File: src/common/engine_pkg.sv
// Engine package with widths, opcodes, instruction formats and credit depths
package engine_pkg;

    parameter int beat_w    = 8;
    parameter int word_w    = 32;
    parameter int data_w    = 16;
    parameter int reg_idx_w = 4;
    parameter int result_w  = reg_idx_w + data_w;

    // Default credit depths, overridable at the top level
    parameter int in_credits_def  = 4;
    parameter int out_credits_def = 4;

    typedef enum logic [3:0] {
        ADD  = 4'd0,
        SUB  = 4'd1,
        AND  = 4'd2,
        OR   = 4'd3,
        XOR  = 4'd4,
        ADDI = 4'd5,
        XORI = 4'd6,
        LDI  = 4'd7,
        SHL  = 4'd8,
        SHR  = 4'd9
    } opcode_e;

    // Register form, two register sources
    typedef struct packed {
        opcode_e                opcode;
        logic [reg_idx_w-1:0]   dst;
        logic [reg_idx_w-1:0]   src_a;
        logic [reg_idx_w-1:0]   src_b;
        logic [15:0]            unused;
    } rform_s;

    // Immediate form, one register source and a 16-bit constant
    typedef struct packed {
        opcode_e                opcode;
        logic [reg_idx_w-1:0]   dst;
        logic [reg_idx_w-1:0]   src_a;
        logic [data_w-1:0]      imm;
        logic [3:0]             unused;
    } iform_s;

    typedef union packed {
        rform_s r;
        iform_s i;
    } instr_word_u;

endpackage

File: src/common/decoded_if.sv
// Decoded operation bus carrying one operation from decode to execute
`timescale 1ns/1ps

interface decoded_if;

    logic                                 valid;
    engine_pkg::opcode_e                  op;
    logic [engine_pkg::reg_idx_w-1:0]     dst;
    logic [engine_pkg::reg_idx_w-1:0]     src_a;
    logic [engine_pkg::reg_idx_w-1:0]     src_b;
    logic [engine_pkg::data_w-1:0]        imm;
    // Operand B comes from imm instead of the register file
    logic                                 use_imm;

    modport producer (
        output valid, op, dst, src_a, src_b, imm, use_imm
    );

    modport consumer (
        input valid, op, dst, src_a, src_b, imm, use_imm
    );

endinterface

File: src/hdl/alu_execute.sv
// Execute stage with a 16-entry register file and ALU, one operation per cycle
`timescale 1ns/1ps

module alu_execute (
    input  logic                            clk,
    input  logic                            rst,
    decoded_if.consumer                     dec,
    output logic                            exec_valid,
    output logic [engine_pkg::result_w-1:0] exec_result
);

    localparam int num_regs = 1 << engine_pkg::reg_idx_w;

    logic [engine_pkg::data_w-1:0] regs [num_regs];
    logic [engine_pkg::data_w-1:0] opnd_a;
    logic [engine_pkg::data_w-1:0] opnd_b;
    logic [engine_pkg::data_w-1:0] alu_out;

    assign opnd_a = regs[dec.src_a];
    assign opnd_b = dec.use_imm ? dec.imm : regs[dec.src_b];

    // All arithmetic wraps at the register width
    always_comb begin
        case (dec.op)
            engine_pkg::ADD,
            engine_pkg::ADDI: alu_out = opnd_a + opnd_b;
            engine_pkg::SUB:  alu_out = opnd_a - opnd_b;
            engine_pkg::AND:  alu_out = opnd_a & opnd_b;
            engine_pkg::OR:   alu_out = opnd_a | opnd_b;
            engine_pkg::XOR,
            engine_pkg::XORI: alu_out = opnd_a ^ opnd_b;
            // Source A is ignored here
            engine_pkg::LDI:  alu_out = opnd_b;
            engine_pkg::SHL:  alu_out = opnd_a << opnd_b[3:0];
            engine_pkg::SHR:  alu_out = opnd_a >> opnd_b[3:0];
            // Undefined opcodes copy source A
            default:          alu_out = opnd_a;
        endcase
    end

    always_ff @(posedge clk or posedge rst) begin
        if (rst) begin
            for (int i = 0; i < num_regs; i++) begin
                regs[i] <= '0;
            end
            exec_valid <= 1'b0;
        end else begin
            exec_valid <= dec.valid;
            if (dec.valid) begin
                regs[dec.dst] <= alu_out;
            end
        end
    end

    // Result word is destination index over new value
    always_ff @(posedge clk) begin
        if (dec.valid) begin
            exec_result <= {dec.dst, alu_out};
        end
    end

endmodule

File: src/hdl/byte_engine_top.sv
// Byte-fed instruction engine top connecting packer, decode, execute and result queue
`timescale 1ns/1ps

module byte_engine_top #(
    parameter int IN_CREDITS  = engine_pkg::in_credits_def,
    parameter int OUT_CREDITS = engine_pkg::out_credits_def
) (
    input  logic                            clk,
    input  logic                            rst,
    input  logic                            beat_valid,
    input  logic [engine_pkg::beat_w-1:0]   beat,
    output logic                            in_credit,
    output logic                            res_valid,
    output logic [engine_pkg::result_w-1:0] res,
    input  logic                            out_credit
);

    logic                            word_valid;
    logic [engine_pkg::word_w-1:0]   word;
    logic                            exec_valid;
    logic [engine_pkg::result_w-1:0] exec_result;

    decoded_if dec_bus ();

    byte_packer u_packer (
        .clk        (clk),
        .rst        (rst),
        .beat_valid (beat_valid),
        .beat       (beat),
        .word_valid (word_valid),
        .word       (word)
    );

    instr_decode u_decode (
        .clk        (clk),
        .rst        (rst),
        .word_valid (word_valid),
        .word       (word),
        .dec        (dec_bus.producer)
    );

    alu_execute u_execute (
        .clk         (clk),
        .rst         (rst),
        .dec         (dec_bus.consumer),
        .exec_valid  (exec_valid),
        .exec_result (exec_result)
    );

    result_queue #(
        .IN_CREDITS  (IN_CREDITS),
        .OUT_CREDITS (OUT_CREDITS)
    ) u_queue (
        .clk         (clk),
        .rst         (rst),
        .exec_valid  (exec_valid),
        .exec_result (exec_result),
        .res_valid   (res_valid),
        .res         (res),
        .out_credit  (out_credit),
        .in_credit   (in_credit)
    );

endmodule

File: src/hdl/byte_packer.sv
// Byte packer building 32-bit words from 8-bit beats over a three-stage pipeline
`timescale 1ns/1ps

module byte_packer (
    input  logic                          clk,
    input  logic                          rst,
    input  logic                          beat_valid,
    input  logic [engine_pkg::beat_w-1:0] beat,
    output logic                          word_valid,
    output logic [engine_pkg::word_w-1:0] word
);

    localparam int beats_per_word = engine_pkg::word_w / engine_pkg::beat_w;
    localparam int cnt_w          = $clog2(beats_per_word);

    logic [cnt_w-1:0]                beat_cnt;
    logic [engine_pkg::word_w-1:0]   shift_buf;
    logic [engine_pkg::word_w-1:0]   cut_buf;
    logic [engine_pkg::word_w-1:0]   out_buf;
    logic                            last_s1;
    logic                            last_s2;
    logic                            last_s3;

    // Beat count and word-complete flags down the pipe
    always_ff @(posedge clk or posedge rst) begin
        if (rst) begin
            beat_cnt   <= '0;
            last_s1    <= 1'b0;
            last_s2    <= 1'b0;
            last_s3    <= 1'b0;
            word_valid <= 1'b0;
        end else begin
            last_s1 <= beat_valid && (beat_cnt == cnt_w'(beats_per_word - 1));
            if (beat_valid) begin
                beat_cnt <= beat_cnt + 1'b1;
            end
            last_s2    <= last_s1;
            last_s3    <= last_s2;
            word_valid <= last_s3;
        end
    end

    // Data path, first beat ends up in the top byte
    always_ff @(posedge clk) begin
        if (beat_valid) begin
            shift_buf <= {shift_buf[engine_pkg::word_w-engine_pkg::beat_w-1:0], beat};
        end
        // Pipeline cut
        cut_buf <= shift_buf;
        if (last_s2) begin
            out_buf <= cut_buf;
        end
        word <= out_buf;
    end

endmodule

File: src/hdl/instr_decode.sv
// Instruction decoder splitting a packed word into operation fields by format
`timescale 1ns/1ps

module instr_decode (
    input  logic                          clk,
    input  logic                          rst,
    input  logic                          word_valid,
    input  logic [engine_pkg::word_w-1:0] word,
    decoded_if.producer                   dec
);

    engine_pkg::instr_word_u   instr;
    logic                      is_imm;

    assign instr = word;

    // Opcode sits in the same place in both forms
    always_comb begin
        case (instr.r.opcode)
            engine_pkg::ADDI,
            engine_pkg::XORI,
            engine_pkg::LDI: is_imm = 1'b1;
            default:         is_imm = 1'b0;
        endcase
    end

    always_ff @(posedge clk or posedge rst) begin
        if (rst) begin
            dec.valid <= 1'b0;
        end else begin
            dec.valid <= word_valid;
        end
    end

    // Field registers, only loaded with a new word
    always_ff @(posedge clk) begin
        if (word_valid) begin
            dec.op      <= instr.r.opcode;
            dec.use_imm <= is_imm;
            // Destination and source A share their place in both forms
            dec.dst     <= instr.r.dst;
            dec.src_a   <= instr.r.src_a;
            if (is_imm) begin
                dec.src_b <= '0;
                dec.imm   <= instr.i.imm;
            end else begin
                dec.src_b <= instr.r.src_b;
                dec.imm   <= '0;
            end
        end
    end

endmodule

File: src/hdl/result_queue.sv
// Result FIFO gated by output credits, returning one input credit per result
`timescale 1ns/1ps

module result_queue #(
    parameter int IN_CREDITS  = 4,
    parameter int OUT_CREDITS = 4
) (
    input  logic                            clk,
    input  logic                            rst,
    input  logic                            exec_valid,
    input  logic [engine_pkg::result_w-1:0] exec_result,
    output logic                            res_valid,
    output logic [engine_pkg::result_w-1:0] res,
    input  logic                            out_credit,
    output logic                            in_credit
);

    localparam int ptr_w  = (IN_CREDITS > 1) ? $clog2(IN_CREDITS) : 1;
    localparam int fill_w = $clog2(IN_CREDITS + 1);
    localparam int cnt_w  = $clog2(OUT_CREDITS + 1);

    logic [engine_pkg::result_w-1:0] mem [IN_CREDITS];
    logic [ptr_w-1:0]                wr_ptr;
    logic [ptr_w-1:0]                rd_ptr;
    logic [fill_w-1:0]               fill;
    logic [cnt_w-1:0]                out_cnt;
    logic                            pop;

    // Input credits keep the queue from overflowing, so push is never refused
    assign pop = (fill != '0) && (out_cnt != '0);

    always_ff @(posedge clk or posedge rst) begin
        if (rst) begin
            wr_ptr    <= '0;
            rd_ptr    <= '0;
            fill      <= '0;
            out_cnt   <= cnt_w'(OUT_CREDITS);
            res_valid <= 1'b0;
            in_credit <= 1'b0;
        end else begin
            if (exec_valid) begin
                wr_ptr <= (wr_ptr == ptr_w'(IN_CREDITS - 1)) ? '0 : wr_ptr + 1'b1;
            end
            if (pop) begin
                rd_ptr <= (rd_ptr == ptr_w'(IN_CREDITS - 1)) ? '0 : rd_ptr + 1'b1;
            end
            fill    <= fill + fill_w'(exec_valid) - fill_w'(pop);
            out_cnt <= out_cnt + cnt_w'(out_credit) - cnt_w'(pop);
            res_valid <= pop;
            // Credit goes back one cycle after the result leaves
            in_credit <= res_valid;
        end
    end

    always_ff @(posedge clk) begin
        if (exec_valid) begin
            mem[wr_ptr] <= exec_result;
        end
        if (pop) begin
            res <= mem[rd_ptr];
        end
    end

endmodule

File: config.mk
export PLATFORM = sky130hd
export DESIGN_NAME = byte_engine_top
export DESIGN_NICKNAME = d
export VERILOG_FILES = /design/src/common/engine_pkg.sv /design/src/common/decoded_if.sv /design/src/hdl/alu_execute.sv /design/src/hdl/byte_engine_top.sv /design/src/hdl/byte_packer.sv /design/src/hdl/instr_decode.sv /design/src/hdl/result_queue.sv
export SDC_FILE = /design/constraint.sdc
export NUM_CORES = 1
export LEC_CHECK = 0
export ABC_AREA = 1
export BUFFER_PORTS_ARGS = -buffer_cell sky130_fd_sc_hd__clkbuf_2
export CORE_MARGIN = 5
export CORE_UTILIZATION = 40
export DETAILED_ROUTE_END_ITERATION = 16
export PLACE_DENSITY = 0.55
export SETUP_SLACK_MARGIN = 0.4
export SLEW_MARGIN = 20
export SYNTH_ARGS = -nofsm -noshare
export SYNTH_HDL_FRONTEND = slang
export SYNTH_SLANG_ARGS = --single-unit
File: constraint.sdc
create_clock -name clk -period 8.87 [get_ports clk]
set_input_delay 1.774 -clock clk [delete_from_list [all_inputs] [get_ports clk]]
set_output_delay 1.774 -clock clk [all_outputs]
set_load 0.05 [all_outputs]
==> results.py <==
metrics = {
    "placement": {
        "port_buffers": 33,
        "post-dp-hpwl_um": 59100,
        "globalplace.congestion": 0.9452,
    },
    "min_path": {
        "holdCritStartpoint": "u_packer.shift_buf[24]",
        "whs_path_depth": 0,
        "min_delay_worst_endpoint": "u_packer.cut_buf[24]",
        "timing.hold.worst.class": "reg2reg",
    },
    "global_route": {
        "global_route.overflow_total": 0,
        "global_route.usage.met1": 0.3443,
        "grt_use_met2": 0.3908,
        "globalRoute.busiestLayer": "met2",
        "antenna_found_initial": 1,
        "first_global_vias": 22800,
        "track_usage": 0.2500,
        "grt_pass1_wl_um": 144600,
        "groute.layer.met3.usage": 0.04526,
        "largest_net_degree_at_the_start_of_global_routing": 166,
    },
    "cts": {
        "numCtsBuffers": 59,
        "cts.sink_count": 545,
        "worst_setup_hold_path_clk_slew_ns": 0.06,
        "cts_resized": 0,
        "cts_hold_buffers": 0,
        "total_setup_buffers_inserted_after_cts": 0,
        "root_buffer": "sky130_fd_sc_hd__clkbuf_16",
        "clk_path_buf_depth": 3,
        "cts-htree-levels": 2,
        "clkLatencyLatePin_ns": 0.65,
        "cts_tree": "yes",
    },
    "setup_path": {
        "critical_path.startpoint_type": "flip-flop",
        "crit_required_ns": 9.23,
        "timing.critical_path.fanout_max": 68,
        "timing.critical_path.to_type": "flip-flop",
        "ff2ff_setup_slack_ns": 2.44,
        "reg2reg_depth": 24,
        "crit_arrival_ns": 6.79,
        "critical_path.reg2reg.endpoint": "u_execute.exec_result[14]",
        "worstReg2RegStart": "u_decode.dec.src_b[0]",
        "setup_crit_path_kind": "reg2reg",
    },
    "synth": {
        "mappedNetlistNets": 3533,
        "synth_top_area_share": 0.2455,
        "syn_area_per_cell_um2": 8.112,
        "synth_seq_cells": 545,
        "synth_seq_area_share": 0.5145,
        "async_flop_share": 0.5064,
        "edff_count_synth": 213,
        "post_synth_most_frequent_cells": "sky130_fd_sc_hd__nand2_1, sky130_fd_sc_hd__nand3_1, sky130_fd_sc_hd__dfrtp_1",
        "post-synth-top-count-cell": "sky130_fd_sc_hd__nand2_1",
        "synth_top_area_cell": "sky130_fd_sc_hd__dfrtp_1",
        "netlist_area_um2": 28040,
        "netlist-cell-type-count": 55,
        "synth_warnings": 0,
        "yosys-top-cells-area": "sky130_fd_sc_hd__dfrtp_1, sky130_fd_sc_hd__edfxtp_1, sky130_fd_sc_hd__nand2_1",
        "post_synth_inst_count": 3456,
        "synth_ff_type": "sky130_fd_sc_hd__dfrtp_1",
    },
    "floorplanning": {
        "initial_core_util": 0.4017,
        "floorplan.die.width_um": 274.7,
        "rows": 97,
        "die-height_um": 274.7,
        "core_area_um2": 69790,
        "total_die_area_um2": 75480,
        "io_pins": 34,
    },
    "drt": {
        "drtPass1Iterations": 8,
        "drt-wirelength-per-cell_um": 21.78,
        "final_antenna_violating_net_count": 0,
        "wl_um": 95760,
        "detail_route.iter0.violations": 3071,
        "route.detailed.vias_per_inst": 5.499,
        "routed-via-count": 24180,
        "drc_errors": 0,
    },
    "timing": {
        "final_min_period_over_clock_period": 0.7246,
        "timing.max_slew.rel_slack": 0.2457,
        "report.final.slew_viol_count": 0,
        "fin_setup_tns_ns": 0,
        "timing.final.setup_violations": 0,
        "grt_setup_unrepaired": "false",
        "hold_violations": 0,
        "fmax_mhz": 155.6,
        "worst_slew_pin_slew_ns": 1.125,
        "skew_ns": 0.04491,
        "fin_crit_ns": 6.427,
    },
    "power": {
        "post-layout-total-power_w": 0.01076,
        "power-per-cell-area_nw_per_um2": 347.6,
        "cellLeakagePower_nw": 14.09,
        "power.ir.vdd_worst_mv": 0.1838,
    },
    "final_layout": {
        "number_of_inserted_filler_cells_in_the_final_layout": 6937,
        "layout-drive-gt1-share": 0.07926,
        "final_nets": 3484,
        "antenna-diode-count": 0,
        "synthToLayoutAreaGrowth_pct": 10.42,
        "finish.utilization": 0.4436,
    },
    "run_status": {
        "run_status": "completed",
    },
    "job": {
        "cap_viol_max_count": 0,
    },
}
[cell usage in the layout, fill, tap and decap left out, drive strengths merged, types with 4 or more instances in the layout]
cell / instances
nand4: 12
bufinv: 8
nand2: 1240
and2: 4
a21oi: 38
dfrtp: 275
edfxtp: 213
nand3: 668
o21ai: 183
buf: 62
ha: 62
nor3: 14
o211ai: 17
dfxtp: 56
inv: 174
a211oi: 5
clkinvlp: 5
a21boi: 6
o2111ai: 5
a311oi: 5
xnor2: 5
o22ai: 24
nor2: 176
clkbuf: 110
a31oi: 7
or2: 17
clkinv: 33
xor2: 14
[worst max-delay path, stage by stage (launching register included)]
cell and delay, ns:
sky130_fd_sc_hd__edfxtp_1 0.39, sky130_fd_sc_hd__buf_4 0.70, sky130_fd_sc_hd__buf_4 0.74, sky130_fd_sc_hd__nand2_1 0.12, sky130_fd_sc_hd__nand3_1 0.11, sky130_fd_sc_hd__nand3_1 0.08
sky130_fd_sc_hd__nand2_1 0.09, sky130_fd_sc_hd__nand2_1 0.07, sky130_fd_sc_hd__nand3_2 0.18, sky130_fd_sc_hd__nand2_4 0.33, sky130_fd_sc_hd__ha_1 0.41, sky130_fd_sc_hd__o21ai_0 0.16
sky130_fd_sc_hd__fa_1 0.48, sky130_fd_sc_hd__nand3_1 0.11, sky130_fd_sc_hd__nand3_1 0.08, sky130_fd_sc_hd__nand2_1 0.08, sky130_fd_sc_hd__nand2_1 0.07, sky130_fd_sc_hd__a21oi_1 0.21
sky130_fd_sc_hd__inv_1 0.10, sky130_fd_sc_hd__nand3_1 0.08, sky130_fd_sc_hd__o2111ai_1 0.15, sky130_fd_sc_hd__or2_2 0.31, sky130_fd_sc_hd__nand3_1 0.12, sky130_fd_sc_hd__nand4_2 0.55
sky130_fd_sc_hd__and2_1 0.36
[worst max-delay path by stage]
stage,start,end,slack (ns),cells after the start
after global placement,u_decode.dec.src_b[0],u_execute.exec_result[14],2.71,24
after CTS,u_decode.dec.src_b[0],u_execute.exec_result[14],2.57,24
after global routing,u_decode.dec.src_b[0],u_execute.exec_result[14],2.07,24
after detailed placement,u_decode.dec.src_b[0],u_execute.exec_result[14],2.66,24
final,u_decode.dec.src_b[0],u_execute.exec_result[14],2.44,24
after floorplan,rst,u_decode.dec.valid,3.45,1
[sequential cells by signal, summed over array words and instances (netlist names), 4 cells and up]
register / count
u_decode.dec.dst: 4
u_decode.dec.imm: 16
u_decode.dec.op: 4
u_decode.dec.src_a: 4
u_decode.dec.src_b: 4
u_execute.exec_result: 20
u_execute.regs: 256
u_packer.cut_buf: 28
u_packer.out_buf: 28
u_packer.shift_buf: 32
u_packer.word: 28
u_queue.mem: 80
u_queue.res: 20
[cell families (layout without fill, tap and decap cells)]
family          count (synthesis)  after routing  synth area share
fa+ha+maj                      65             65           0.02981
buf+inv                       391            392           0.06413
compound gates                299            299           0.06003
simple gates                 2136           2136            0.3252
xor+xnor                       19             19          0.005936
flops                         545            545            0.5145
mux                             1              1         0.0004016
[area by class of cell]
cell class	count	area, um2	share of cell area
repair buffers	95	655.6	0.02118
clock buffers	77	1645	0.05315
clock inverters	34	489.2	0.01580
well taps	940	1176	0.03799
inverters	186	706.9	0.02284
flip-flops and latches	545	14430	0.4660
multi-input cells	2520	11860	0.3831
[through the flow]
step | setup WS [ns] | hold slack [ns] | instances | cell area [um2]
after floorplan | 3.445 | 0.3233 | 3456 | 28040
after global placement | 2.710 | 0.3234 | 4286 | 28820
after detailed placement | 2.659 | 0.3269 | 4286 | 28820
after CTS | 2.574 | 0.3393 | 4397 | 30960
after global routing | 2.072 | 0.3450 | 4397 | 30960
final | 2.443 | 0.3366 | 4397 | 30960
[layer usage]
metal,share of wire,vias up
li1,-,11331
met1,0.42,11468
met2,0.44,1166
met3,0.091,215
met4,0.045,0
met5,0,-
[power by group]
group	leakage (nW)	internal, W	switching [W]	total (W)
logic	6.89	0.00117	0.00279	0.00396
clock network	1.03	0.00156	0.00110	0.00267
registers	6.17	0.00353	0.000600	0.00413
Note: power is estimated with default switching activity, not from simulation.
